==> config.mk <==
export PLATFORM = sky130hd
export DESIGN_NAME = crcahb_top
export DESIGN_NICKNAME = d
export VERILOG_FILES = /design/src/design/crcahb_pkg.sv /design/src/design/crc_buffer.sv /design/src/design/crc_byte_counter.sv /design/src/design/crc_compute.sv /design/src/design/crc_control.sv /design/src/design/crcahb_top.sv /design/src/design/host_interface.sv
export VERILOG_INCLUDE_DIRS = /design/src /design/src/design
export SDC_FILE = /design/constraint.sdc
export NUM_CORES = 1
export LEC_CHECK = 0
export ABC_AREA = 1
export BUFFER_PORTS_ARGS = -buffer_cell sky130_fd_sc_hd__buf_2
export CAP_MARGIN = 20
export CELL_PAD_IN_SITES_DETAIL_PLACEMENT = 1
export CELL_PAD_IN_SITES_GLOBAL_PLACEMENT = 1
export CORE_MARGIN = 8
export CORE_UTILIZATION = 35
export DETAILED_ROUTE_END_ITERATION = 8
export GPL_ROUTABILITY_DRIVEN = 0
export GPL_TIMING_DRIVEN = 0
export PLACE_DENSITY = 0.74
export SLEW_MARGIN = 20
export SYNTH_ARGS = -nofsm -noshare
export SYNTH_HDL_FRONTEND = slang
export SYNTH_SLANG_ARGS = --single-unit
==> constraint.sdc <==
create_clock -name HCLK -period 7.1 [get_ports HCLK]
set_clock_uncertainty 0.1 [all_clocks]
set_input_delay 1.42 -clock HCLK [delete_from_list [all_inputs] [get_ports HCLK]]
set_output_delay 1.42 -clock HCLK [all_outputs]
set_load 0.03 [all_outputs]
==> src/design/crcahb_macros.svh <==
// Register offsets are word offsets taken from HADDR[4:2] and the assertion switch is a 1-bit constant
`ifndef CRCAHB_MACROS_SVH
`define CRCAHB_MACROS_SVH

//////////////////////////////////////////////////////////////////////
// Register map
//////////////////////////////////////////////////////////////////////

// Data register, written with input data and read for the result
`define CRC_DR_OFS   3'h0
// Independent data register, 8 bits of scratch storage
`define CRC_IDR_OFS  3'h1
// Control register with the chain reset in bit 0
`define CRC_CR_OFS   3'h2
// Initial CRC value
`define CRC_INIT_OFS 3'h4
// Generator polynomial
`define CRC_POL_OFS  3'h5

// Reset values
`define CRC_INIT_RESET 32'hFFFF_FFFF
`define CRC_POLY_RESET 32'h04C1_1DB7

// Set to 1'b0 to mute every concurrent assertion in the RTL
`define CRCAHB_ASSERT_ON 1'b1

`endif

==> src/design/crcahb_pkg.sv <==
// Shared types only, the control register layout here must match the host_interface read mux
`default_nettype none

package crcahb_pkg;

	// Decoded control register, bits 7:3 of CR
	// poly_size 00 = 32 bits, 01 = 16 bits, 10 = 8 bits, 11 = 7 bits
	// rev_in 00 = none, 01 = per byte, 10 = per halfword, 11 = per word
	typedef struct packed {
		logic [1:0] poly_size;
		logic [1:0] rev_in;
		logic       rev_out;
	} crc_cfg_t;

	// One data word
	// The buffer keeps it whole and the engine walks it byte by byte
	typedef union packed {
		logic [31:0]     word;
		logic [3:0][7:0] bytes;
	} dr_word_u;

	// Buffered data write
	// Size follows HSIZE with 00 byte, 01 halfword, 10 word
	typedef struct packed {
		dr_word_u   data;
		logic [1:0] size;
	} buf_word_t;

	// Engine sequencer states
	typedef enum logic [1:0] {
		C_IDLE = 2'd0,
		C_LOAD = 2'd1,
		C_RUN  = 2'd2
	} ctrl_state_e;

endpackage

`default_nettype wire

==> src/design/crc_buffer.sv <==
// Holds one word only, a write while full is refused until the host stall lets it through
`timescale 1ns/1ps
`default_nettype none
`include "crcahb_macros.svh"

module crc_buffer
	import crcahb_pkg::*;
(
	input  wire         HCLK,
	input  wire         HRESETn,
	input  wire crc_cfg_t cfg,
	input  wire  [31:0] bus_wr,
	input  wire  [1:0]  bus_size,
	input  wire         buffer_write_en,
	input  wire         pop,
	output logic        buffer_full,
	output buf_word_t   buf_word
);

	logic accept;

	// Bit reversal inside 8, 16 or 32 bit groups
	// m is the group mask, zero leaves the word as is
	function automatic logic [31:0] reverse_in(input logic [31:0] w, input logic [1:0] mode);
		logic [31:0] r;
		int m;
		case (mode)
			2'b01:   m = 7;
			2'b10:   m = 15;
			2'b11:   m = 31;
			default: m = 0;
		endcase
		for (int i = 0; i < 32; i++)
			r[i] = w[(i & ~m) | (m - (i & m))];
		return r;
	endfunction

	// Same condition as HREADYOUT high for a data write
	assign accept = buffer_write_en && !buffer_full;

	always_ff @(posedge HCLK)
	begin
		if (!HRESETn)
			buffer_full <= 1'b0;
		else if (accept)
			buffer_full <= 1'b1;
		else if (pop)
			buffer_full <= 1'b0;
	end

	// Payload
	always_ff @(posedge HCLK)
	begin
		if (accept)
		begin
			buf_word.data.word <= reverse_in(bus_wr, cfg.rev_in);
			buf_word.size      <= bus_size;
		end
	end

	// A refused write is still presented on the next cycle unless pop freed the slot
	assert property (@(posedge HCLK) disable iff (!HRESETn || !`CRCAHB_ASSERT_ON)
		buffer_write_en && buffer_full && !pop |=> buffer_write_en && buffer_full);

endmodule

`default_nettype wire

==> src/design/crc_byte_counter.sv <==
// Counts at most four bytes, load_count must be 1, 2 or 4
`timescale 1ns/1ps
`default_nettype none
`include "crcahb_macros.svh"

module crc_byte_counter (
	input  wire        HCLK,
	input  wire        HRESETn,
	input  wire        load,
	input  wire  [2:0] load_count,
	input  wire        dec,
	output logic       last
);

	// Bytes still to go in the current word
	logic [2:0] count;

	always_ff @(posedge HCLK)
	begin
		if (!HRESETn)
			count <= 3'd0;
		else if (load)
			count <= load_count;
		else if (dec)
			count <= count - 3'd1;
	end

	// Final byte of the word is on the engine input
	assign last = (count == 3'd1);

	// Sequencer never steps past the end of a word
	assert property (@(posedge HCLK) disable iff (!HRESETn || !`CRCAHB_ASSERT_ON)
		dec |-> count != 3'd0);

endmodule

`default_nettype wire

==> src/design/crc_compute.sv <==
// MSB-first CRC without reflection, one byte per cycle, INIT and POL are masked to the width in use
`timescale 1ns/1ps
`default_nettype none
`include "crcahb_macros.svh"

module crc_compute
	import crcahb_pkg::*;
(
	input  wire         HCLK,
	input  wire         HRESETn,
	input  wire crc_cfg_t cfg,
	input  wire  [31:0] bus_wr,
	input  wire         crc_init_en,
	input  wire         crc_poly_en,
	input  wire         crc_idr_en,
	input  wire         byte_valid,
	input  wire  [7:0]  byte_data,
	input  wire         chain_load,
	output logic [31:0] crc_out,
	output logic [31:0] crc_init_out,
	output logic [31:0] crc_poly_out,
	output logic [7:0]  crc_idr_out
);

	logic [31:0] crc_q;
	// Register window for the selected width
	logic [31:0] mask;
	logic [4:0]  top;

	// Eight shift-and-XOR steps, data MSB first into the feedback
	function automatic logic [31:0] crc_byte(input logic [31:0] c, input logic [7:0] d,
		input logic [31:0] p, input logic [31:0] m, input logic [4:0] t);
		logic [31:0] r;
		logic fb;
		r = c;
		for (int i = 7; i >= 0; i--)
		begin
			fb = r[t] ^ d[i];
			r = (r << 1) & m;
			if (fb)
				r = r ^ (p & m);
		end
		return r;
	endfunction

	// Mirror bits t..0, bits above the window read as zero
	function automatic logic [31:0] reverse_out(input logic [31:0] c, input logic [4:0] t);
		logic [31:0] r;
		r = '0;
		for (int i = 0; i < 32; i++)
		begin
			if (i <= int'(t))
				r[i] = c[int'(t) - i];
		end
		return r;
	endfunction

	always_comb
	begin
		case (cfg.poly_size)
			2'b00:   begin mask = 32'hFFFF_FFFF; top = 5'd31; end
			2'b01:   begin mask = 32'h0000_FFFF; top = 5'd15; end
			2'b10:   begin mask = 32'h0000_00FF; top = 5'd7;  end
			default: begin mask = 32'h0000_007F; top = 5'd6;  end
		endcase
	end

	//////////////////////////////////////////////////////////////////////
	// Registers
	//////////////////////////////////////////////////////////////////////

	always_ff @(posedge HCLK)
	begin
		if (!HRESETn)
		begin
			crc_q        <= `CRC_INIT_RESET;
			crc_init_out <= `CRC_INIT_RESET;
			crc_poly_out <= `CRC_POLY_RESET;
			crc_idr_out  <= 8'h00;
		end
		else
		begin
			if (crc_init_en)
				crc_init_out <= bus_wr;
			if (crc_poly_en)
				crc_poly_out <= bus_wr;
			if (crc_idr_en)
				crc_idr_out <= bus_wr[7:0];
			// INIT write restarts the CRC directly
			if (crc_init_en)
				crc_q <= bus_wr & mask;
			else if (chain_load)
				crc_q <= crc_init_out & mask;
			else if (byte_valid)
				crc_q <= crc_byte(crc_q, byte_data, crc_poly_out, mask, top);
		end
	end

	// Output reversal across the selected width only
	assign crc_out = cfg.rev_out ? reverse_out(crc_q, top) : crc_q;

endmodule

`default_nettype wire

==> src/design/crc_control.sv <==
// Bytes leave lowest first, a pending chain reset waits for every word written before it
`timescale 1ns/1ps
`default_nettype none

module crc_control
	import crcahb_pkg::*;
(
	input  wire         HCLK,
	input  wire         HRESETn,
	input  wire         buffer_full,
	input  wire buf_word_t buf_word,
	input  wire         reset_chain,
	output logic        pop,
	output logic        byte_valid,
	output logic [7:0]  byte_data,
	output logic        chain_load,
	output logic        read_wait,
	output logic        reset_pending
);

	ctrl_state_e state;
	dr_word_u    shift_q;
	logic [1:0]  size_q;
	logic        cnt_load;
	logic [2:0]  load_count;
	logic        last;
	// Buffered word was written before the pending chain reset
	logic        held_word;

	//////////////////////////////////////////////////////////////////////
	// Sequencing
	//////////////////////////////////////////////////////////////////////

	// Older data drains first, newer data waits for the chain reload
	assign pop        = (state == C_IDLE) && buffer_full && (!reset_pending || held_word);
	assign chain_load = (state == C_IDLE) && reset_pending && !pop;

	assign cnt_load   = (state == C_LOAD);
	assign byte_valid = (state == C_RUN);
	assign byte_data  = shift_q.bytes[0];

	// A pending chain reset also holds off DR reads so the result is settled
	assign read_wait = (state != C_IDLE) || buffer_full || reset_pending;

	always_comb
	begin
		case (size_q)
			2'b00:   load_count = 3'd1;
			2'b01:   load_count = 3'd2;
			default: load_count = 3'd4;
		endcase
	end

	always_ff @(posedge HCLK)
	begin
		if (!HRESETn)
			state <= C_IDLE;
		else
		begin
			case (state)
				C_IDLE:  if (pop) state <= C_LOAD;
				C_LOAD:  state <= C_RUN;
				C_RUN:   if (last) state <= C_IDLE;
				default: state <= C_IDLE;
			endcase
		end
	end

	// Shift word, next byte always in the low lane
	always_ff @(posedge HCLK)
	begin
		if (pop)
		begin
			shift_q <= buf_word.data;
			size_q  <= buf_word.size;
		end
		else if (byte_valid)
			shift_q.word <= shift_q.word >> 8;
	end

	//////////////////////////////////////////////////////////////////////
	// Chain reset bookkeeping
	//////////////////////////////////////////////////////////////////////

	always_ff @(posedge HCLK)
	begin
		if (!HRESETn)
		begin
			reset_pending <= 1'b0;
			held_word     <= 1'b0;
		end
		else
		begin
			if (reset_chain)
				reset_pending <= 1'b1;
			else if (chain_load)
				reset_pending <= 1'b0;
			// Word still in the buffer at the CR write belongs before the reset
			if (reset_chain)
				held_word <= buffer_full && !pop;
			else if (pop)
				held_word <= 1'b0;
		end
	end

	crc_byte_counter u_byte_counter (
		.HCLK       (HCLK),
		.HRESETn    (HRESETn),
		.load       (cnt_load),
		.load_count (load_count),
		.dec        (byte_valid),
		.last       (last)
	);

endmodule

`default_nettype wire

==> src/design/crcahb_top.sv <==
// AHB-Lite slave port only, HADDR[4:2] selects the register and HRESP is always OKAY
`timescale 1ns/1ps
`default_nettype none

module crcahb_top
	import crcahb_pkg::*;
(
	input  wire         HCLK,
	input  wire         HRESETn,
	input  wire         HSElx,
	input  wire  [31:0] HADDR,
	input  wire  [1:0]  HTRANS,
	input  wire  [2:0]  HSIZE,
	input  wire         HWRITE,
	input  wire         HREADY,
	input  wire  [31:0] HWDATA,
	output logic [31:0] HRDATA,
	output logic        HREADYOUT,
	output logic        HRESP
);

	// Host side
	logic [31:0] bus_wr;
	logic [1:0]  bus_size;
	crc_cfg_t    cfg;
	logic        buffer_write_en;
	logic        crc_init_en;
	logic        crc_idr_en;
	logic        crc_poly_en;
	logic        reset_chain;

	// Buffer and sequencer
	logic        buffer_full;
	buf_word_t   buf_word;
	logic        pop;
	logic        byte_valid;
	logic [7:0]  byte_data;
	logic        chain_load;
	logic        read_wait;
	logic        reset_pending;

	// Register read back
	logic [31:0] crc_out;
	logic [31:0] crc_init_out;
	logic [31:0] crc_poly_out;
	logic [7:0]  crc_idr_out;

	host_interface u_host_interface (
		.HCLK            (HCLK),
		.HRESETn         (HRESETn),
		.HSElx           (HSElx),
		.HADDR           (HADDR),
		.HTRANS          (HTRANS),
		.HSIZE           (HSIZE),
		.HWRITE          (HWRITE),
		.HREADY          (HREADY),
		.HWDATA          (HWDATA),
		.crc_out         (crc_out),
		.crc_init_out    (crc_init_out),
		.crc_poly_out    (crc_poly_out),
		.crc_idr_out     (crc_idr_out),
		.buffer_full     (buffer_full),
		.reset_pending   (reset_pending),
		.read_wait       (read_wait),
		.HRDATA          (HRDATA),
		.HREADYOUT       (HREADYOUT),
		.HRESP           (HRESP),
		.bus_wr          (bus_wr),
		.bus_size        (bus_size),
		.cfg             (cfg),
		.buffer_write_en (buffer_write_en),
		.crc_init_en     (crc_init_en),
		.crc_idr_en      (crc_idr_en),
		.crc_poly_en     (crc_poly_en),
		.reset_chain     (reset_chain)
	);

	crc_buffer u_crc_buffer (
		.HCLK            (HCLK),
		.HRESETn         (HRESETn),
		.cfg             (cfg),
		.bus_wr          (bus_wr),
		.bus_size        (bus_size),
		.buffer_write_en (buffer_write_en),
		.pop             (pop),
		.buffer_full     (buffer_full),
		.buf_word        (buf_word)
	);

	crc_control u_crc_control (
		.HCLK          (HCLK),
		.HRESETn       (HRESETn),
		.buffer_full   (buffer_full),
		.buf_word      (buf_word),
		.reset_chain   (reset_chain),
		.pop           (pop),
		.byte_valid    (byte_valid),
		.byte_data     (byte_data),
		.chain_load    (chain_load),
		.read_wait     (read_wait),
		.reset_pending (reset_pending)
	);

	crc_compute u_crc_compute (
		.HCLK         (HCLK),
		.HRESETn      (HRESETn),
		.cfg          (cfg),
		.bus_wr       (bus_wr),
		.crc_init_en  (crc_init_en),
		.crc_poly_en  (crc_poly_en),
		.crc_idr_en   (crc_idr_en),
		.byte_valid   (byte_valid),
		.byte_data    (byte_data),
		.chain_load   (chain_load),
		.crc_out      (crc_out),
		.crc_init_out (crc_init_out),
		.crc_poly_out (crc_poly_out),
		.crc_idr_out  (crc_idr_out)
	);

endmodule

`default_nettype wire

==> src/design/host_interface.sv <==
// Acts only on NONSEQ transfers and never answers ERROR, write data must sit in the low HWDATA lanes
`timescale 1ns/1ps
`default_nettype none
`include "crcahb_macros.svh"

module host_interface
	import crcahb_pkg::*;
(
	input  wire         HCLK,
	input  wire         HRESETn,
	input  wire         HSElx,
	input  wire  [31:0] HADDR,
	input  wire  [1:0]  HTRANS,
	input  wire  [2:0]  HSIZE,
	input  wire         HWRITE,
	input  wire         HREADY,
	input  wire  [31:0] HWDATA,
	input  wire  [31:0] crc_out,
	input  wire  [31:0] crc_init_out,
	input  wire  [31:0] crc_poly_out,
	input  wire  [7:0]  crc_idr_out,
	input  wire         buffer_full,
	input  wire         reset_pending,
	input  wire         read_wait,
	output logic [31:0] HRDATA,
	output logic        HREADYOUT,
	output logic        HRESP,
	output logic [31:0] bus_wr,
	output logic [1:0]  bus_size,
	output crc_cfg_t    cfg,
	output logic        buffer_write_en,
	output logic        crc_init_en,
	output logic        crc_idr_en,
	output logic        crc_poly_en,
	output logic        reset_chain
);

	localparam logic [1:0] NONSEQ = 2'b10;

	// Address phase pipeline
	logic       act_pp;
	logic       hwrite_pp;
	logic [2:0] haddr_pp;
	logic [1:0] hsize_pp;

	logic sample_bus;
	logic write_en;
	logic read_en;
	logic cr_en;
	logic dr_read;
	logic any_en;

	//////////////////////////////////////////////////////////////////////
	// Address phase capture
	//////////////////////////////////////////////////////////////////////

	// Bus is sampled only when the current data phase completes
	assign sample_bus = HREADY && HREADYOUT;

	always_ff @(posedge HCLK)
	begin
		if (!HRESETn)
		begin
			act_pp    <= 1'b0;
			hwrite_pp <= 1'b0;
		end
		else if (sample_bus)
		begin
			// Selected NONSEQ transfer, IDLE SEQ and BUSY are dropped here
			act_pp    <= HSElx && (HTRANS == NONSEQ);
			hwrite_pp <= HWRITE;
		end
	end

	always_ff @(posedge HCLK)
	begin
		if (sample_bus)
		begin
			haddr_pp <= HADDR[4:2];
			hsize_pp <= HSIZE[1:0];
		end
	end

	//////////////////////////////////////////////////////////////////////
	// Register decode in the data phase
	//////////////////////////////////////////////////////////////////////

	assign write_en = act_pp && hwrite_pp;
	assign read_en  = act_pp && !hwrite_pp;

	assign buffer_write_en = write_en && (haddr_pp == `CRC_DR_OFS);
	assign crc_idr_en      = write_en && (haddr_pp == `CRC_IDR_OFS);
	assign cr_en           = write_en && (haddr_pp == `CRC_CR_OFS);
	assign crc_init_en     = write_en && (haddr_pp == `CRC_INIT_OFS);
	assign crc_poly_en     = write_en && (haddr_pp == `CRC_POL_OFS);
	assign dr_read         = read_en && (haddr_pp == `CRC_DR_OFS);

	assign any_en = buffer_write_en || crc_idr_en || cr_en || crc_init_en || crc_poly_en;

	// Write data goes out unregistered, it is valid in the data phase
	assign bus_wr   = HWDATA;
	assign bus_size = hsize_pp;

	// Bit 0 of a CR write is a self-clearing chain reset
	assign reset_chain = cr_en && HWDATA[0];

	// Wait states
	// Data write into a full buffer
	// Data read while work is pending
	// INIT write while a chain reset is pending
	assign HREADYOUT = !((buffer_write_en && buffer_full) ||
	                     (dr_read && read_wait) ||
	                     (crc_init_en && reset_pending));

	assign HRESP = 1'b0;

	// Control register keeps bits 7:3 only
	always_ff @(posedge HCLK)
	begin
		if (!HRESETn)
			cfg <= '0;
		else if (cr_en)
		begin
			cfg.poly_size <= HWDATA[4:3];
			cfg.rev_in    <= HWDATA[6:5];
			cfg.rev_out   <= HWDATA[7];
		end
	end

	// Read data mux on the pipelined offset
	always_comb
	begin
		case (haddr_pp)
			`CRC_DR_OFS:   HRDATA = crc_out;
			`CRC_IDR_OFS:  HRDATA = {24'h0, crc_idr_out};
			`CRC_CR_OFS:   HRDATA = {24'h0, cfg.rev_out, cfg.rev_in, cfg.poly_size, 3'h0};
			`CRC_INIT_OFS: HRDATA = crc_init_out;
			`CRC_POL_OFS:  HRDATA = crc_poly_out;
			default:       HRDATA = 32'h0;
		endcase
	end

	// A DR read completes only once every earlier write has reached the CRC
	assert property (@(posedge HCLK) disable iff (!HRESETn || !`CRCAHB_ASSERT_ON)
		dr_read && HREADYOUT |-> !buffer_full && !reset_pending);

	// Every write enable traces back to a sampled, selected NONSEQ write or a held one
	assert property (@(posedge HCLK) disable iff (!HRESETn || !`CRCAHB_ASSERT_ON)
		any_en |-> $past(sample_bus && HSElx && HWRITE && (HTRANS == NONSEQ)) ||
		           $past(any_en && !sample_bus));

endmodule

`default_nettype wire

==> qor.yml <==
grt:
  grt_usage_pct: 30.5
  antenna_found_initial: 1
  overflow: 0
  grt_max_degree: 33
  grt_pass1_vias: 19300
  grt_pass1_wl_mm: 123
synthesis:
  synth_top_cell_by_area: "nand2_1"
  synth.distinct_cells: 51
  synth.area.top_cells: "nand2_1 (18%), dfxtp_1 (15%), edfxtp_1 (14%)"
  synthTopCellsByCount: "nand2_1 (746), o21ai_0 (244), inv_1 (237)"
  yosysMostFrequentCell: "nand2_1"
  async_reset_ff_share_pct: 0
  syn_area_per_cell_um2: 6.43
  ys.flop_type: "dfxtp_1"
  yosysWarnings: 0
  synth_seq_cells: 192
  syn_inst: 2474
  syn-num-nets: 2561
  synth_edf_count: 73
  seq_area_frac_synth_pct: 28.8
  syn_area_mm2: 0.0159
  synth_top_area_share_pct: 17.6
power:
  vdd_drop_max_v: 0.000198
  p_leak_uw: 0.00918
  powerDensity_mw_per_mm2: 281
clock_tree:
  cts_hold_buf: 0
  cts_tree: "yes"
  cts_max_level: 4
  clk_latency_ns: 0.48
  clock_sinks: 192
  cts_buffer_depth: 2
  cts_inserted_buffers: 17
  ctsRootBufferMaster: "clkbuf_16"
  clk_pin_slew_worst_paths_ns: 0.08
worst_setup_path:
  cp.required_ns: 7.36
  crit_type: "flop to flop"
  cpMostUsedCell: "nand2_4"
  critPathMaxFanout: 10
  endpoint_kind: "flop"
  cpMaxStageDelayCell: "nor2_1"
  cp-start-kind: "flop"
  cp.arrival_ns: 7.83
  r2r_slack_ns: -0.46
  critical-path-max-stage-delay_ns: 0.74
timing:
  rsz0062_at_grt: "yes"
  final-hold-violation-count: 0
  period_minus_slack_ns: 7.56
  worstMarginPinSlew_ns: 1.03
  layout_setup_ws_ns: -0.462
  fin_setup_tns_ns: -12.76
  fmax_mhz: 132
  slew_violations: 0
  max_slew_margin_pct: 31.2
  setup_violations: 32
  timing.final.crit_share_pct: 107
  hold_slack_ns: 0.323
routing:
  viasPerCell: 5.97
  firstDrtPassIters: 6
  post_drt_wl_per_cell_um: 26.0
  wirelength_mm: 85.2
  num_vias: 19600
  drc: 0
  antenna_left: 0
  drtIter0Drc: 2281
die:
  dieArea_mm2: 0.0525
  top_level_ports: 108
  core_area_mm2: 0.0451
  die_h_um: 229
  die_w_um: 229
  row_count: 78
  start_util_pct: 35.3
status:
  status: "complete, but fails checks"
  violations: "negative setup slack"
placed_design:
  numPortBuffers: 75
  hpwl_mm: 63.0
  dpl_worst_slack_ns: -2.60
  dp.cells: 3154
finish:
  drive_above_1_share_pct: 20.7
  synthToLayoutAreaGrowth_pct: 27.0
  fin_cells: 3278
  nNetsFinal: 2751
worst_hold_path:
  min-delay-path-class: "flop to flop"
run:
  drv_cap: 0
-- kinds of logic (layout without fill, tap and decap cells) --
logic type,count (synthesis),count (layout),share of synthesized area [%]
and+or+nand+nor,1191,1191,32.4
AOI/OAI and AO/OA,507,507,18.3
buffers and inverters,399,602,10.0
DFF,192,192,28.8
xor gates and xnor gates,168,168,9.25
adders and majority gates,13,13,1.02
muxes,3,3,0.189
other,1,2,0.0236
-- worst paths after layout --
kind / startpoint / to / cells after the start
worst max-delay path: u_host_interface.cfg[4]$_SDFFE_PN0P_ / u_crc_compute.crc_q[4]$_SDFFE_PN1P_ / 49
worst min-delay path: u_crc_buffer.buf_word[1]$_DFFE_PP_ / u_crc_control.size_q[1]$_DFFE_PP_ / 0
worst max register to register: u_host_interface.cfg[4]$_SDFFE_PN0P_ / u_crc_compute.crc_q[4]$_SDFFE_PN1P_ / 49
worst min register to register: u_crc_buffer.buf_word[1]$_DFFE_PP_ / u_crc_control.size_q[1]$_DFFE_PP_ / 0
-- layout by cell type (no fill, tap or decap), drive strengths merged, types with 5 or more instances in the layout --
cell type,Yosys,routed
o22ai,10,10
edfxtp,73,73
nand3,236,236
o2111ai,5,5
o21ai,258,258
nand2,781,781
a21oi,112,112
a22oi,7,7
xnor2,53,53
clkinv,9,15
dfxtp,119,119
nor3,21,21
nand3b,5,5
nor2,137,137
inv,245,251
ha,13,13
clkbuf,105,124
a221oi,9,9
xor2,115,115
o211ai,39,39
a31oi,17,17
buf,40,209
o221ai,23,23
o21bai,15,15
-- where the power goes --
group	switching, µW	leakage, µW	total, µW	internal, µW
combinational	2170	0.00726	3420	1250
sequential	79.7	0.00163	1290	1210
clock	502	0.000282	968	466
-- per-layer routing --
layer	vias up	part of all wire (%)	track usage (%)
li1	8501	-	-
met1	9499	39	38.6
met2	1197	44	47.8
met3	359	9.5	5.28
met4	0	7.8	18.8
met5	-	0	0
-- registers in the layout, indices dropped and copies added (netlist names) --
name and cells:
u_host_interface.act_pp 1, u_host_interface.cfg 5, u_host_interface.haddr_pp 3, u_crc_control.size_q 2
u_crc_control.u_byte_counter.count 3, u_crc_compute.crc_init_out 32, u_crc_control.reset_pending 1, u_crc_control.held_word 1
u_crc_buffer.buf_word 34, u_crc_buffer.buffer_full 1, u_crc_control.state 2, u_crc_compute.crc_poly_out 32
u_crc_control.shift_q 32, u_crc_compute.crc_idr_out 8, u_crc_compute.crc_q 32, u_host_interface.hwrite_pp 1
u_host_interface.bus_size 2
-- through the flow --
stage | util [%] | power [µW] | cell area (µm²)
after global routing | 44.8 | 5910 | 20200
after floorplan | - | 3020 | 15900
after global placement | 37.8 | 3690 | 17000
after CTS | 42.9 | 5180 | 19300
after detailed placement | 37.9 | 3770 | 17100
final | 44.8 | 5670 | 20200
-- critical path, delay by kind of cell, from the launching register on --
| family | cells | cell delay [ns] |
|---|---|---|
| buffers and inverters | 9 | 1.48 |
| xor gates and xnor gates | 2 | 0.35 |
| DFF | 1 | 0.39 |
| and+or+nand+nor | 34 | 4.03 |
| AOI/OAI and AO/OA | 4 | 1.04 |
-- cell type report --
cell class / instances / area, µm²
well taps: 600 / 751
plain buffers: 143 / 757
flip-flops and latches: 192 / 4580
repair buffers: 173 / 1280
clock inverters: 14 / 134
multi-input cells: 1883 / 11300
inverters: 254 / 987
clock buffers: 18 / 429
diodes: 1 / 2.50
fillers: 5834 / 24900
-- what timing repair did --
action / in CTS / in global routing
gates resized for setup: 252 / 156
pin swaps: 77 / 121
gates cloned: 4 / 2
setup buffers: 66 / 22
endpoints found under the setup margin: 32 / 32
Note: power is estimated with default switching activity, not from simulation.
